**config.mk**
```make
export PLATFORM = sky130hd
export DESIGN_NAME = spw_tx_top
export DESIGN_NICKNAME = d
export VERILOG_FILES = /design/src/common/spw_tx_pkg.sv /design/src/hw/spw_bit_rate_divider.sv /design/src/hw/spw_credit_counter.sv /design/src/encoder/spw_char_scheduler.sv /design/src/encoder/spw_ds_serializer.sv /design/src/hw/spw_tx_top.sv
export SDC_FILE = /design/constraint.sdc
export NUM_CORES = 1
export LEC_CHECK = 0
export ABC_CLOCK_PERIOD_IN_PS = 2700
export BUFFER_PORTS_ARGS = -buffer_cell sky130_fd_sc_hd__clkbuf_2
export CAP_MARGIN = 40
export CORE_ASPECT_RATIO = 1.75
export CORE_MARGIN = 1.5
export CORE_UTILIZATION = 52
export DETAILED_ROUTE_END_ITERATION = 8
export PLACE_DENSITY = 0.76
export SYNTH_ARGS = -nofsm -noshare
export SYNTH_HDL_FRONTEND = slang
export SYNTH_HIERARCHICAL = 1
export SYNTH_SLANG_ARGS = --single-unit
```
**constraint.sdc**
```tcl
create_clock -name i_tx_clk -period 2.7 [get_ports i_tx_clk]
set_clock_uncertainty 0.2 [all_clocks]
set_input_delay 0.135 -clock i_tx_clk [delete_from_list [all_inputs] [get_ports i_tx_clk]]
set_output_delay 0.135 -clock i_tx_clk [all_outputs]
set_load 0.01 [all_outputs]
```
**src/common/spw_tx_pkg.sv**
```systemverilog
// SpaceWire transmitter shared definitions
`default_nettype none

package spw_tx_pkg;

  // ------------------------------
  // Field widths
  // ------------------------------
  localparam int divide_w = 6;
  localparam int credit_w = 6;
  localparam int time_w   = 6;
  localparam int flags_w  = 2;

  // Credit added per received FCT
  localparam int credit_per_fct = 8;
  // Highest credit the count may hold
  localparam int credit_max     = 56;

  // ------------------------------
  // Control codes, bit 0 goes on the line first
  // ------------------------------
  localparam logic [1:0] code_fct = 2'b00;
  localparam logic [1:0] code_eop = 2'b10;
  localparam logic [1:0] code_eep = 2'b01;
  localparam logic [1:0] code_esc = 2'b11;

  // Character chosen by the scheduler for the next parity slot
  typedef enum logic [3:0] {
    kind_none      = 4'd0,
    kind_null_esc  = 4'd1,
    kind_null_fct  = 4'd2,
    kind_fct       = 4'd3,
    kind_time_esc  = 4'd4,
    kind_time_data = 4'd5,
    kind_data      = 4'd6,
    kind_eop       = 4'd7,
    kind_eep       = 4'd8
  } char_kind_t;

endpackage

`default_nettype wire

```
**src/hw/spw_bit_rate_divider.sv**
```systemverilog
// Transmit bit rate divider
`timescale 1ns/1ps
`default_nettype none

module spw_bit_rate_divider import spw_tx_pkg::*;
#(
  parameter logic [divide_w-1:0] default_divide = 6'd9
)
(
  input  wire                 i_tx_clk,
  input  wire                 reset_in,
  input  wire                 i_send_n_char,
  input  wire  [divide_w-1:0] i_tx_clk_divide,
  output logic                o_bit_tick
);

  logic [divide_w-1:0] divide_reg;
  logic [divide_w-1:0] divide_count;

  // Start-up rate holds until N-Chars are enabled
  always_ff @(posedge i_tx_clk or posedge reset_in)
  begin
    if (reset_in)
    begin
      divide_reg <= default_divide;
    end
    else if (i_send_n_char)
    begin
      divide_reg <= i_tx_clk_divide;
    end
    else
    begin
      divide_reg <= default_divide;
    end
  end

  // One tick every divide_reg + 1 cycles
  always_ff @(posedge i_tx_clk or posedge reset_in)
  begin
    if (reset_in)
    begin
      divide_count <= '0;
      o_bit_tick   <= 1'b0;
    end
    else if (divide_count >= divide_reg)
    begin
      divide_count <= '0;
      o_bit_tick   <= 1'b1;
    end
    else
    begin
      divide_count <= divide_count + 1'b1;
      o_bit_tick   <= 1'b0;
    end
  end

endmodule

`default_nettype wire

```
**src/hw/spw_credit_counter.sv**
```systemverilog
// Transmit credit counter
`timescale 1ns/1ps
`default_nettype none

module spw_credit_counter import spw_tx_pkg::*;
(
  input  wire                 i_tx_clk,
  input  wire                 reset_in,
  input  wire                 i_got_fct,
  input  wire                 i_n_char_sent,
  output logic [credit_w-1:0] o_credit_count,
  output logic                o_credit_zero,
  output logic                o_credit_error
);

  logic fct_ok;
  logic fct_overflow;

  // An FCT is honoured only if the result stays within credit_max
  always_comb
  begin
    fct_ok       = i_got_fct && (int'(o_credit_count) + credit_per_fct <= credit_max);
    fct_overflow = i_got_fct && !fct_ok;
  end

  assign o_credit_zero = (o_credit_count == '0);

  always_ff @(posedge i_tx_clk or posedge reset_in)
  begin
    if (reset_in)
    begin
      o_credit_count <= '0;
      o_credit_error <= 1'b0;
    end
    else
    begin
      // FCT pulses are single cycle, so the error is too
      o_credit_error <= fct_overflow;
      if (fct_ok && i_n_char_sent)
      begin
        // Increment and decrement together
        o_credit_count <= o_credit_count + credit_w'(credit_per_fct - 1);
      end
      else if (fct_ok)
      begin
        o_credit_count <= o_credit_count + credit_w'(credit_per_fct);
      end
      else if (i_n_char_sent && !o_credit_zero)
      begin
        // Never below zero
        o_credit_count <= o_credit_count - 1'b1;
      end
    end
  end

endmodule

`default_nettype wire

```
**src/encoder/spw_char_scheduler.sv**
```systemverilog
// Transmit character scheduler
`timescale 1ns/1ps
`default_nettype none

module spw_char_scheduler import spw_tx_pkg::*;
(
  input  wire                i_tx_clk,
  input  wire                reset_in,
  input  wire                i_send_nulls,
  input  wire                i_send_n_char,
  input  wire                i_send_time_codes,
  input  wire                i_tx_data_en,
  input  wire  [7:0]         i_tx_data,
  input  wire                i_tx_data_control_flag,
  input  wire                i_tick_in,
  input  wire  [time_w-1:0]  i_time_in,
  input  wire  [flags_w-1:0] i_control_flags_in,
  input  wire                i_fct_req,
  input  wire                i_credit_zero,
  input  wire                i_char_load,
  output logic               o_tx_ready,
  output char_kind_t         o_next_kind,
  output logic [7:0]         o_next_data,
  output logic               o_n_char_sent
);

  // Pending request flags
  logic data_pending;
  logic time_pending;
  logic fct_pending;
  // Second halves of two-part characters
  logic null_half;
  logic time_half;
  logic first_null_sent;

  // Captured payloads
  logic [7:0]         data_buf;
  logic               data_flag_buf;
  logic [time_w-1:0]  time_buf;
  logic [flags_w-1:0] flags_buf;

  logic data_accept;
  logic tick_accept;

  assign o_tx_ready  = !data_pending && !i_credit_zero;
  assign data_accept = i_tx_data_en && o_tx_ready;
  // A tick during a pending Time-Code is dropped
  assign tick_accept = i_tick_in && i_send_time_codes && !time_pending;

  // ------------------------------
  // Priority pick
  // ------------------------------
  always_comb
  begin
    if (null_half)
      o_next_kind = kind_null_fct;
    else if (time_half)
      o_next_kind = kind_time_data;
    else if (time_pending)
      o_next_kind = kind_time_esc;
    else if (fct_pending && first_null_sent)
      o_next_kind = kind_fct;
    else if (data_pending && i_send_n_char)
    begin
      // Control byte bit 0 selects EOP or EEP
      if (!data_flag_buf)
        o_next_kind = kind_data;
      else if (data_buf[0])
        o_next_kind = kind_eep;
      else
        o_next_kind = kind_eop;
    end
    else if (i_send_nulls)
      o_next_kind = kind_null_esc;
    else
      o_next_kind = kind_none;
  end

  // Time-Code byte is flags above time
  assign o_next_data   = time_half ? {flags_buf, time_buf} : data_buf;
  assign o_n_char_sent = i_char_load && (o_next_kind == kind_data ||
                                         o_next_kind == kind_eop  ||
                                         o_next_kind == kind_eep);

  // ------------------------------
  // Request state
  // ------------------------------
  always_ff @(posedge i_tx_clk or posedge reset_in)
  begin
    if (reset_in)
    begin
      data_pending    <= 1'b0;
      time_pending    <= 1'b0;
      fct_pending     <= 1'b0;
      null_half       <= 1'b0;
      time_half       <= 1'b0;
      first_null_sent <= 1'b0;
    end
    else
    begin
      // Clear what the serializer just took
      if (i_char_load)
      begin
        case (o_next_kind)
          kind_null_esc:  null_half <= 1'b1;
          kind_null_fct:
          begin
            null_half       <= 1'b0;
            first_null_sent <= 1'b1;
          end
          kind_time_esc:  time_half <= 1'b1;
          kind_time_data:
          begin
            time_half    <= 1'b0;
            time_pending <= 1'b0;
          end
          kind_fct:       fct_pending <= 1'b0;
          kind_data, kind_eop, kind_eep: data_pending <= 1'b0;
          default:        ;
        endcase
      end
      // New requests
      if (data_accept)
        data_pending <= 1'b1;
      if (tick_accept)
        time_pending <= 1'b1;
      if (i_fct_req)
        fct_pending <= 1'b1;
    end
  end

  // Payload capture
  always_ff @(posedge i_tx_clk)
  begin
    if (data_accept)
    begin
      data_buf      <= i_tx_data;
      data_flag_buf <= i_tx_data_control_flag;
    end
    if (tick_accept)
    begin
      time_buf  <= i_time_in;
      flags_buf <= i_control_flags_in;
    end
  end

endmodule

`default_nettype wire

```
**src/encoder/spw_ds_serializer.sv**
```systemverilog
// Data-strobe serializer
`timescale 1ns/1ps
`default_nettype none

module spw_ds_serializer import spw_tx_pkg::*;
(
  input  wire         i_tx_clk,
  input  wire         reset_in,
  input  wire         i_tx_en,
  input  wire         i_send_nulls,
  input  wire         i_bit_tick,
  input  char_kind_t  i_next_kind,
  input  wire  [7:0]  i_next_data,
  output logic        o_char_load,
  output logic        o_space_wire_data_out,
  output logic        o_space_wire_strobe_out
);

  typedef enum logic [1:0] {
    st_stop,
    st_parity,
    st_flag,
    st_shift
  } tx_state_t;

  tx_state_t  state;
  logic       flag_reg;
  logic [7:0] shift_reg;
  logic [2:0] bit_count;
  // XOR of the payload bits of the character in flight
  logic       parity_acc;

  logic       load_valid;
  logic       load_ctrl;
  logic [7:0] load_bits;
  logic [2:0] load_count;
  logic       line_bit;
  logic       line_drive;

  // Next character wanted at each parity slot
  assign o_char_load = i_bit_tick && i_tx_en && (state == st_parity);

  // ------------------------------
  // Character decode
  // ------------------------------
  always_comb
  begin
    load_valid = 1'b1;
    load_ctrl  = 1'b1;
    load_bits  = '0;
    load_count = 3'd1;
    case (i_next_kind)
      kind_data, kind_time_data:
      begin
        load_ctrl  = 1'b0;
        load_bits  = i_next_data;
        load_count = 3'd7;
      end
      kind_null_esc, kind_time_esc: load_bits = {6'b0, code_esc};
      kind_null_fct, kind_fct:      load_bits = {6'b0, code_fct};
      kind_eop:                     load_bits = {6'b0, code_eop};
      kind_eep:                     load_bits = {6'b0, code_eep};
      // Nothing to send, hold the line
      default:                      load_valid = 1'b0;
    endcase
  end

  // Bit for this period; odd parity over last payload plus new flag
  always_comb
  begin
    case (state)
      st_parity: line_bit = ~(parity_acc ^ load_ctrl);
      st_flag:   line_bit = flag_reg;
      st_shift:  line_bit = shift_reg[0];
      default:   line_bit = 1'b0;
    endcase
    line_drive = i_bit_tick && i_tx_en &&
                 (state == st_flag || state == st_shift ||
                  (state == st_parity && load_valid));
  end

  // ------------------------------
  // Line FSM
  // ------------------------------
  always_ff @(posedge i_tx_clk or posedge reset_in)
  begin
    if (reset_in)
    begin
      state                   <= st_stop;
      flag_reg                <= 1'b0;
      shift_reg               <= '0;
      bit_count               <= '0;
      parity_acc              <= 1'b0;
      o_space_wire_data_out   <= 1'b0;
      o_space_wire_strobe_out <= 1'b0;
    end
    else if (i_bit_tick)
    begin
      if (state == st_stop)
      begin
        if (i_tx_en && i_send_nulls)
          state <= st_parity;
        else
        begin
          o_space_wire_data_out   <= 1'b0;
          o_space_wire_strobe_out <= 1'b0;
          parity_acc              <= 1'b0;
        end
      end
      else if (!i_tx_en)
      begin
        // Link disabled mid-character
        o_space_wire_data_out <= 1'b0;
        state                 <= st_stop;
      end
      else
      begin
        case (state)
          st_parity:
          begin
            if (load_valid)
            begin
              flag_reg  <= load_ctrl;
              shift_reg <= load_bits;
              bit_count <= load_count;
              state     <= st_flag;
            end
          end
          st_flag:
          begin
            parity_acc <= 1'b0;
            state      <= st_shift;
          end
          default:
          begin
            parity_acc <= parity_acc ^ shift_reg[0];
            shift_reg  <= {1'b0, shift_reg[7:1]};
            bit_count  <= bit_count - 1'b1;
            if (bit_count == '0)
              state <= st_parity;
          end
        endcase
      end
      // Strobe toggles when data repeats
      if (line_drive)
      begin
        o_space_wire_data_out   <= line_bit;
        o_space_wire_strobe_out <= o_space_wire_strobe_out ^
                                   (line_bit == o_space_wire_data_out);
      end
    end
  end

endmodule

`default_nettype wire

```
**src/hw/spw_tx_top.sv**
```systemverilog
// SpaceWire link transmitter
`timescale 1ns/1ps
`default_nettype none

module spw_tx_top import spw_tx_pkg::*;
#(
  parameter logic [divide_w-1:0] default_divide = 6'd9
)
(
  input  wire                 i_tx_clk,
  input  wire                 reset_in,
  input  wire                 i_tx_en,
  input  wire                 i_send_nulls,
  input  wire                 i_send_n_char,
  input  wire                 i_send_time_codes,
  input  wire  [divide_w-1:0] i_tx_clk_divide,
  input  wire                 i_tx_data_en,
  input  wire  [7:0]          i_tx_data,
  input  wire                 i_tx_data_control_flag,
  input  wire                 i_tick_in,
  input  wire  [time_w-1:0]   i_time_in,
  input  wire  [flags_w-1:0]  i_control_flags_in,
  input  wire                 i_fct_req,
  input  wire                 i_got_fct,
  output logic                o_space_wire_data_out,
  output logic                o_space_wire_strobe_out,
  output logic                o_tx_ready,
  output logic [credit_w-1:0] o_credit_count_out,
  output logic                o_credit_error
);

  // Internal links between the blocks
  logic       bit_tick;
  logic       char_load;
  char_kind_t next_kind;
  logic [7:0] next_data;
  logic       n_char_sent;
  logic       credit_zero;

  // Bit period generation
  spw_bit_rate_divider #(
    .default_divide (default_divide)
  ) spw_bit_rate_divider_inst (
    .i_tx_clk        (i_tx_clk),
    .reset_in        (reset_in),
    .i_send_n_char   (i_send_n_char),
    .i_tx_clk_divide (i_tx_clk_divide),
    .o_bit_tick      (bit_tick)
  );

  // Transmit credit bookkeeping
  spw_credit_counter spw_credit_counter_inst (
    .i_tx_clk       (i_tx_clk),
    .reset_in       (reset_in),
    .i_got_fct      (i_got_fct),
    .i_n_char_sent  (n_char_sent),
    .o_credit_count (o_credit_count_out),
    .o_credit_zero  (credit_zero),
    .o_credit_error (o_credit_error)
  );

  // Request buffering and character priority
  spw_char_scheduler spw_char_scheduler_inst (
    .i_tx_clk               (i_tx_clk),
    .reset_in               (reset_in),
    .i_send_nulls           (i_send_nulls),
    .i_send_n_char          (i_send_n_char),
    .i_send_time_codes      (i_send_time_codes),
    .i_tx_data_en           (i_tx_data_en),
    .i_tx_data              (i_tx_data),
    .i_tx_data_control_flag (i_tx_data_control_flag),
    .i_tick_in              (i_tick_in),
    .i_time_in              (i_time_in),
    .i_control_flags_in     (i_control_flags_in),
    .i_fct_req              (i_fct_req),
    .i_credit_zero          (credit_zero),
    .i_char_load            (char_load),
    .o_tx_ready             (o_tx_ready),
    .o_next_kind            (next_kind),
    .o_next_data            (next_data),
    .o_n_char_sent          (n_char_sent)
  );

  // Data-strobe line driver
  spw_ds_serializer spw_ds_serializer_inst (
    .i_tx_clk                (i_tx_clk),
    .reset_in                (reset_in),
    .i_tx_en                 (i_tx_en),
    .i_send_nulls            (i_send_nulls),
    .i_bit_tick              (bit_tick),
    .i_next_kind             (next_kind),
    .i_next_data             (next_data),
    .o_char_load             (char_load),
    .o_space_wire_data_out   (o_space_wire_data_out),
    .o_space_wire_strobe_out (o_space_wire_strobe_out)
  );

endmodule

`default_nettype wire

```
# --- After elaboration in Yosys (flattened, before gate mapping) ---
# Cells that the tools add are included.
word_totals:
  ff_bits: 60
  latchBits: 0
  ram_bits: 0
  mem_bits_ro: 0
  input_bits: 33
  out_inout_bits: 10
  word_cells: 161
  n_memories: 0
classes:
  n_addsub: 6
  n_mul: 0
  div_mod_pow: 0
  order_cmp: 2
  eq_ne: 21
  shift: 0
  muxes: 50
  bitwise_logic: 6
  reduce_logical: 54
ops:
  columns: ["operator", "count"]
  rows:
  - ["<= comparator 32 x 7 -> 1 bit, second input constant", 1]
  - ["one-hot mux 8 bit (4 select lines)", 1]
  - ["two-way mux 6 bit", 5]
  - ["two-way mux 4 bit", 7]
  - ["two-way mux 1 bit", 21]
  - ["nonzero test 2 bit", 10]
  - ["== test 4 x 3 -> 1 bit, second input constant", 4]
  - ["logical AND 1 bit", 16]
  - ["two-way mux 8 bit", 2]
  - ["one-hot mux 8 bit (2 select lines)", 1]
  - ["AND reduction 2 bit", 6]
  - ["two-way mux 2 bit", 5]
  - ["AND reduction 5 bit", 2]
  - ["== test 4 x 2 -> 1 bit, second input constant", 2]
  - ["AND reduction 4 bit", 2]
  - ["OR reduction 8 bit", 1]
  - ["adder 6 x 4 -> 7 bit, second input constant", 1]
  - ["adder 6 x 1 -> 6 bit, second input constant", 1]
  - ["adder 6 x 3 -> 6 bit, second input constant", 1]
  - ["adder 6 x 4 -> 6 bit, second input constant", 1]
  - [">= comparator 6 bit", 1]
  - ["zero test 6 bit", 1]
  - ["two-way mux 3 bit", 2]
  - ["inequality test 2 bit, second input constant", 3]
  - ["other kinds (26)", 42]

# --- Logic depth before layout (Yosys ltp) ---
# Gate-level depths: netlist of run 1.
logic_depth:
  word_depth: 16
  mapped_depth: 10
  ltp_nobuf: 9

# --- Hierarchy ---
# The synthesis of run 1 kept the hierarchy.
by_module_without_submodules:
  columns: ["mod", "instances", "cells_per_inst", "area_each_um2", "seq_area_each_um2"]
  rows:
  - ["spw_ds_serializer", 1, 139, 1208.7, 425.4]
  - ["spw_char_scheduler", 1, 66, 989.7, 660.6]
  - ["spw_bit_rate_divider", 1, 58, 639.4, 327.8]
  - ["spw_credit_counter", 1, 67, 593.1, 175.2]

# --- Worst setup path before layout of run 1 ---
# OpenSTA, ideal clock, no wires.
synth_path:
  kind: "reg2reg"
  startpoint: "register spw_ds_serializer_inst.state[1]"
  endpoint: "register spw_credit_counter_inst.o_credit_count[4]"
  setup_ns: 0.126
  arrival_ns: 2.472
  required_time_ns: 2.374
  setup_slack_ns: -0.098
  stages_incl_launch_ff: 9
  path_buffers: 1
  synth_period_minus_slack_ns: 2.798
  cell_sequence: "dfrtp_1 > inv_1 > ha_1 > and3_1 > nor4b_4 > and4_4 > clkdlybuf4s25_1 > mux2_2 > a221o_2"
synth_between:
  elab_chain_cells: 5
  elab_cells_between_ends: 7
  cone_classes: "1 x eq/ne; 1 x mux; 5 x reduce/logical"
synth_rtl:
  columns: ["item", "line", "rtl"]
  rows:
  - ["start: declaration", "spw_ds_serializer.sv:26", "tx_state_t state;"]
  - ["start signal: assignment", "spw_ds_serializer.sv:89", "state <= st_stop;"]
  - ["start signal: assignment", "spw_ds_serializer.sv:102", "state <= st_parity;"]
  - ["start signal: assignment", "spw_ds_serializer.sv:114", "state <= st_stop;"]
  - ["== test 2 x 1 -> 1 bit (*)", "spw_ds_serializer.sv:41", "assign o_char_load = i_bit_tick && i_tx_en && (state == st_parity);"]
  - ["logical AND 1 bit (*)", "spw_ds_serializer.sv:41", null]
  - ["named net char_load", "spw_tx_top.sv:34", "logic char_load;"]
  - ["logical AND 1 bit (*)", "spw_char_scheduler.sv:81", "assign o_n_char_sent = i_char_load && (o_next_kind == kind_data ||"]
  - ["named net n_char_sent", "spw_tx_top.sv:37", "logic n_char_sent;"]
  - ["logical AND 1 bit (on tied branches)", "spw_credit_counter.sv:48, spw_credit_counter.sv:39", null]
  - ["nonzero test 3 bit (no source line) / two-way mux 6 bit (equally long branches)", null, null]
  - ["end signal: assignment", "spw_credit_counter.sv:42", "o_credit_count <= o_credit_count + credit_w'(credit_per_fct - 1);"]
  - ["end signal: assignment", "spw_credit_counter.sv:46", "o_credit_count <= o_credit_count + credit_w'(credit_per_fct);"]
  - ["end signal: assignment", "spw_credit_counter.sv:51", "o_credit_count <= o_credit_count - 1'b1;"]
  - ["end: declaration", "spw_credit_counter.sv:11", "output logic [credit_w-1:0] o_credit_count,"]
# Mark *: on every way through the listed nets, which the timed path passes. The rest lies on a longest branch.
# A chain may end at the register's enable or synchronous reset.

# --- Worst setup path after layout of run 1 ---
layout_path:
  startpoint: "register spw_char_scheduler_inst.data_flag_buf"
  endpoint: "register spw_ds_serializer_inst.bit_count[2]"
layout_between:
  elab_chain_cells: 11
  elab_cells_between_ends: 22
  cone_classes: "9 x eq/ne; 10 x mux; 3 x reduce/logical"
layout_rtl:
  columns: ["item", "line", "rtl"]
  rows:
  - ["start: declaration", "spw_char_scheduler.sv:38", "logic data_flag_buf;"]
  - ["start signal: assignment", "spw_char_scheduler.sv:138", "data_flag_buf <= i_tx_data_control_flag;"]
  - ["two-way mux 4 bit (*)", "spw_char_scheduler.sv:66", "if (!data_flag_buf)"]
  - ["two-way mux 4 bit (*)", "spw_char_scheduler.sv:63", "else if (data_pending && i_send_n_char)"]
  - ["two-way mux 4 bit (*)", "spw_char_scheduler.sv:61", "else if (fct_pending && first_null_sent)"]
  - ["two-way mux 4 bit (*)", "spw_char_scheduler.sv:59", "else if (time_pending)"]
  - ["two-way mux 4 bit (*)", "spw_char_scheduler.sv:57", "else if (time_half)"]
  - ["two-way mux 4 bit (*)", "spw_char_scheduler.sv:55", "if (null_half)"]
  - ["named net next_kind[1]", "spw_tx_top.sv:35", "char_kind_t next_kind;"]
  - ["== test 4 x 2 -> 1 bit, or another cell as far along", "spw_ds_serializer.sv:52", "case (i_next_kind)"]
  - ["OR reduction 8 bit (no source line) / OR reduction 2 bit (equally long branches)", null, null]
  - ["two-way mux 1 bit / two-way mux 3 bit (equally long branches)", "spw_ds_serializer.sv:52", null]
  - ["inequality test 2 x 1 -> 1 bit (no source line) / two-way mux 3 bit (equally long branches)", null, null]
  - ["AND reduction 5 bit (no source line) / one-hot mux 3 bit (2 select lines) (equally long branches)", null, null]
  - ["end signal: assignment", "spw_ds_serializer.sv:125", "bit_count <= load_count;"]
  - ["end signal: assignment", "spw_ds_serializer.sv:138", "bit_count <= bit_count - 1'b1;"]
  - ["end: declaration", "spw_ds_serializer.sv:29", "logic [2:0] bit_count;"]
# Mark *: on every way through the listed nets, which the timed path passes. The rest lies on a longest branch. The select of a mux whose other input is x is not followed.

==> results of run 1 <==
[synth_stat cells (all sizes together), types with 5 or more instances]
library cell	instances
a21o	5
mux2i	7
o21ai	23
a21oi	12
nand3	8
a211oi	5
nor3	7
nor2	22
edfxtp	17
ha	19
buf	6
nand2	31
nor2b	6
and2	7
a22oi	9
dfrtp	41
nand2b	7
inv	27
mux2	10
xnor2	7
[metrics by stage]
step                utilization, %  setup slack, ns
floorplan                        -           0.0316
global placement              58.4            0.213
detailed placement            58.4            0.141
CTS                           67.9            0.111
global route                  68.0           0.0204
finish                        68.0            0.144
[cells by family after synthesis]
| family | synth area share, % |
|---|---|
| xor gates and xnor gates | 2.77 |
| adders and majority gates | 6.93 |
| AOI/OAI and AO/OA | 16.2 |
| buffers and inverters | 5.07 |
| muxes | 5.32 |
| DFF | 46.3 |
| and+or+nand+nor | 17.4 |
[cell usage in the layout (no fill, tap or decap), types with 2 or more instances in the layout]
cell type      Yosys  routed
clkbuf_2           0      42
dfrtp_1           41      41
nand2_1           31      31
dlygate4sd3_1      0      30
inv_1             27      27
nor2_1            22      22
o21ai_0           19      19
ha_1              19      19
edfxtp_1          17      17
buf_4              1      12
a21oi_1           11      11
clkbuf_16          0       9
a22oi_1            9       9
nand3_1            8       8
nand2b_1           7       7
and2_1             7       7
mux2_2             7       7
mux2i_1            7       7
xnor2_1            6       6
nor2b_1            6       6
a21o_1             5       5
a211oi_1           5       5
nor3_1             5       5
clkinv_2           0       4
nand4_1            4       4
o31ai_1            4       4
xor2_1             3       3
or3_1              3       3
mux2_1             3       3
bufinv_16          0       2
o21ai_1            2       2
dfstp_2            2       2
o21ai_2            2       2
nand3b_1           2       2
o211ai_1           2       2
nor3_2             2       2
nor3b_1            2       2
[worst max-delay path: cells and delay by family, from the launching register on]
kind	cells	cell delay, ns
AND/OR/NAND/NOR	3	0.49
buffers and inverters	1	0.19
AO/OA/AOI/OAI	5	1.18
flip-flops	1	0.38
[final cells by class]
cell class | instances | area, um^2
clock buffer | 10 | 229
clock inverter | 6 | 80.1
fill | 518 | 2060
inverter | 28 | 105
multi-input combinational | 233 | 1680
sequential | 60 | 1590
tap | 82 | 103
timing repair buffer | 84 | 601
[worst min-delay path by stage]
stage / cells after the start / to / startpoint / slack, ns
6_report: 3 / spw_ds_serializer_inst/state[0] / i_tx_en / 0.04
5_1_grt: 3 / spw_ds_serializer_inst/state[0] / i_tx_en / 0.08
4_1_cts: 3 / spw_ds_serializer_inst/state[0] / i_tx_en / 0.02
3_5_place_dp: 2 / spw_char_scheduler_inst/time_pending / reset_in / -0.11
3_3_place_gp: 2 / spw_char_scheduler_inst/time_half / reset_in / -0.11
2_1_floorplan: 1 / spw_char_scheduler_inst/data_pending / reset_in / -0.27
[routing by layer]
metal	up-vias	GRT usage [%]	routed length, um
met5	-	0	0
met4	0	11.2	199
met3	18	6.42	238
met2	53	42.1	4230
met1	1334	24.6	2870
li1	1353	-	-
[timing repair]
| item | 4_1_cts | 5_1_grt |
|---|---|---|
| hold buffers | 30 | 0 |
| resized for setup | 0 | 1 |
| endpoints found under the setup margin | 0 | 2 |
| hold endpoints to repair | 69 | 0 |
[power groups by stage]
stage	Sequential (mW)	Clock, mW	Combinational (mW)
floorplan	1.35	0	1.26
global placement	1.38	0	1.60
detailed placement	1.40	0	1.65
CTS	1.39	1.21	1.70
global route	1.42	1.25	1.90
finish	1.39	1.19	1.72
==> flow_summary.yaml, run 1 <==
critical_path:
  reg2reg_setup_slack_ns: 0.14
  cpMaxStageDelayCell: "a211o_4"
  worstPathMaxFanout: 21
  max_stage_delay_ns: 0.46
  cp-startpoint: "spw_char_scheduler_inst/data_flag_buf"
  critical_path_class: "reg -> reg"
  worst_r2r_path_depth: 9
  r2r-start: "spw_char_scheduler_inst/data_flag_buf"
  endpoint: "spw_ds_serializer_inst/bit_count[2]"
  crit_path_cell_trace: "nand2_1 -> a32oi_1 -> o31ai_1 -> buf_4 -> o31ai_1 -> nand2_1 -> a211o_4 -> nor3_1 -> a21oi_1"
  critPathLaunchType: "flop"
  regToRegEndpoint: "spw_ds_serializer_inst/bit_count[2]"
  required_ns: 2.71
  endpoint_kind: "flop"
  cp_data_arrival_time_ns: 2.57
sta:
  fmax_mhz: 391
  period_minus_slack_ns: 2.56
  hold_violations: 0
  final.setup.tns_ns: 0
  rsz0062_at_grt: "no"
  tightestPinTransition_ns: 0.724
  hold_slack_ns: 0.0357
  slew-limit-headroom_pct: 51.6
  period_share_pct: 94.7
  setup_viol: 0
  slew_violations: 0
synth:
  ys_ff_latch: 60
  synth_nets: 382
  syn_inst: 330
  synthTopCellsByArea: "dfrtp_1 (30%), edfxtp_1 (15%), ha_1 (6.9%)"
  syn_avg_cell_area_um2: 10.4
  ys_seq_area_share_pct: 46.3
  synth_top_area_share_pct: 29.9
  synthArstFlopShare_pct: 71.7
  synth_flop_cell: "dfrtp_1"
  ys_warn_count: 6
  synth.cell_area_um2: 3430
  yosysTopAreaCell: "dfrtp_1"
  synth_edf_count: 17
  yosys.cell_types.count: 67
routing:
  drt_iter0_drc: 141
  avgRoutedWirePerCell_um: 15.0
  drtPass1Iterations: 4
  drt_wl_total_um: 7530
  via_per_inst: 5.48
  route.detailed.drc: 0
  drtAntennaViolNets: 0
  vias: 2758
clocking:
  cts_tree: "yes"
  cts_sinks: 60
  clockBufferDepth: 2
  cts_made_buffers: 9
  clkLatencyLatePin_ns: 0.33
  cts_setup_buffers: 0
  h-tree-depth: 3
  clk_pin_slew_ns: 0.05
  cts-root-buf: "clkbuf_16"
power_and_ir_drop:
  power_switching_mw: 1.57
  finalPower_mw: 4.29
  p_leak_nw: 1.98
  powerDensity_nw_per_um2: 979
  pwr-share-comb_pct: 40.0
  sequentialPowerShare_pct: 32.3
  p_int_mw: 2.72
  swShare_pct: 36.6
  peakVddDrop_mv: 0.573
  clock_power_share_pct: 27.6
final_layout:
  antennaDiodeCount: 0
  fin_cells: 503
  num-nets-final: 468
  drive_gt1_share_pct: 22.6
  syn_to_final_growth_pct: 27.7
  design_area_um2: 4380
floorplan:
  coreArea_um2: 6440
  boundaryPins: 43
  dieArea_um2: 7110
  initial_core_util_pct: 53.3
  dieWidth_um: 64.4
  num_rows: 39
  fp.dieH_um: 110
grt:
  grt_pass1_wl_um: 12800
  grt-ovfl-total: 0
  grt_pass1_vias: 2819
  grt_max_degree: 22
  antenna_found_initial: 0
  grtUsageTotal_pct: 23.5
place:
  port_buffers: 42
  dpl_cell_area_um2: 3760
  hpwl_um: 5130
  post-place-cells: 457
  gp_routability_congestion: 0.851
run_status:
  status: "finished clean"
min_path:
  hold_class: "in -> reg"
run:
  cap_violations: 0
Power figures use the tool's default switching activity.
==> run 2, diff against run 1 <==
RECOVER_POWER = 25   (was not set)
==> run 2 against run 1 <==
- flip-flop and latch count is the same
- hold slack better by 0.0014 ns
- sequential power about the same
- worst setup slack got worse by 0.0011 ns
- wire length fell by 0.24%
- die area did not move
- power is essentially flat
- sequential share of layout area about the same
- fmax is essentially flat
- highest routed layer unchanged
==> flow_summary.yaml, run 2 (same netlist as run 1, synthesis figures left out) <==
run_status:
  status: "finished clean"
clocking:
  cts_sinks: 60
  clockBufferDepth: 2
  cts-root-buf: "clkbuf_16"
  cts_tree: "yes"
  clkLatencyLatePin_ns: 0.33
  clk_pin_slew_ns: 0.05
  h-tree-depth: 3
  cts_made_buffers: 9
sta:
  fmax_mhz: 391
  hold_violations: 0
  hold_slack_ns: 0.0371
  setup_viol: 0
  period_minus_slack_ns: 2.56
  final.setup.tns_ns: 0
  slew-limit-headroom_pct: 51.5
  slew_violations: 0
  period_share_pct: 94.7
  tightestPinTransition_ns: 0.724
  rsz0062_at_grt: "no"
final_layout:
  drive_gt1_share_pct: 22.3
  antennaDiodeCount: 0
  layout_common_cells: "clkbuf_2 (41), dfrtp_1 (41), nand2_1 (31)"
  num-nets-final: 468
  final_core_util_pct: 68.0
  syn_to_final_growth_pct: 27.7
routing:
  drt_iter0_drc: 136
  drtAntennaViolNets: 0
  avgRoutedWirePerCell_um: 14.9
  vias: 2758
  drtPass1Iterations: 4
  top_layer_used: "met4"
  wl_met1_um: 2860
  drt_wl_total_um: 7510
  wl_met2_um: 4220
  via_per_inst: 5.48
  route.detailed.drc: 0
  dr_wl_met3_um: 237
grt:
  grtUsageTotal_pct: 23.5
  grt_pass1_wl_um: 12800
  grt_pass1_vias: 2819
  antenna_found_initial: 0
  grt_max_degree: 22
  grt-ovfl-total: 0
critical_path:
  cpMaxStageDelayCell: "a211o_4"
  cp_data_arrival_time_ns: 2.57
  worstPathMaxFanout: 21
  critical_path_class: "reg -> reg"
  worst-path-buf-inv: 1
  cp_top_family: "compound AO/OA/AOI/OAI gates"
  critPathLaunchType: "flop"
  crit_path_cell_trace: "nand2_1 -> a32oi_1 -> o31ai_1 -> buf_4 -> o31ai_1 -> nand2_1 -> a211o_4 -> nor3_1 -> a21oi_1"
  endpoint_kind: "flop"
  required_ns: 2.71
  max_stage_delay_ns: 0.46
power_and_ir_drop:
  p_leak_nw: 1.98
  powerDensity_nw_per_um2: 979
  peakVddDrop_mv: 0.574
floorplan:
  dieArea_um2: 7110
  initial_core_util_pct: 53.3
  coreArea_um2: 6440
  fp.dieH_um: 110
  boundaryPins: 43
  dieWidth_um: 64.4
  num_rows: 39
run:
  cap_violations: 0
place:
  port_buffers: 42
  hpwl_um: 5130
  gp_routability_congestion: 0.851
min_path:
  hold_class: "in -> reg"
## run 2: cell counts in the layout (fill, tap and decap cells not counted)
Identical to the previous run, type by type.
## run 2: worst register-to-register path, stage by stage, from the launching register on
cell and delay, ns:
edfxtp_1 0.38, nand2_1 0.10, a32oi_1 0.20, o31ai_1 0.15
buf_4 0.19, o31ai_1 0.31, nand2_1 0.17, a211o_4 0.46
nor3_1 0.22, a21oi_1 0.06
## run 2: timing repair
item	in CTS	in global routing
setup buffers	0	0
hold endpoints to repair	69	0
endpoints found under the setup margin	0	2
hold buffers	30	0
gates resized for setup	0	1
## run 2: through the flow
step | cell area [um^2] | setup WS [ns] | total power [mW] | cells
global placement | 3760 | 0.213 | 2.99 | 457
CTS | 4370 | 0.111 | 4.29 | 503
detailed placement | 3760 | 0.141 | 3.05 | 457
global route | 4380 | 0.0204 | 4.57 | 503
floorplan | 3430 | 0.0316 | 2.61 | 330
finish | 4380 | 0.143 | 4.29 | 503
## run 2: report_power, final
group          switching, mW  total [mW]  internal [mW]
clock network          0.385        1.18          0.799
logic                  0.937        1.72          0.782
registers              0.246        1.39           1.14
total                   1.57        4.29           2.72
## run 2: metal layers
metal  vias to the layer above  global-route usage [%]
met5                         -                       0
met4                         0                    11.2
met3                        18                    6.42
met2                        54                    42.1
met1                      1334                    24.6
li1                       1352                       -
## run 2: worst paths after layout
path,startpoint,slack [ns],cells after the start,end
max reg2reg,spw_char_scheduler_inst/data_flag_buf,0.14,9,spw_ds_serializer_inst/bit_count[2]
min in group asynchronous,reset_in,0.11,3,spw_char_scheduler_inst/data_pending
min,i_tx_en,0.04,3,spw_ds_serializer_inst/state[0]
min reg2reg,spw_ds_serializer_inst/shift_reg[1],0.28,2,spw_ds_serializer_inst/shift_reg[1]
max in group asynchronous,reset_in,1.53,3,spw_ds_serializer_inst/shift_reg[2]
max,spw_char_scheduler_inst/data_flag_buf,0.14,9,spw_ds_serializer_inst/bit_count[2]
## run 2: layout make-up
| type | count | area, um^2 |
|---|---|---|
| clock inverter | 6 | 80.1 |
| multi-input combinational | 233 | 1680 |
| tap | 82 | 103 |
| fill | 519 | 2060 |
| sequential | 60 | 1590 |
| clock buffer | 10 | 229 |
| inverter | 28 | 105 |
| timing repair buffer | 84 | 599 |
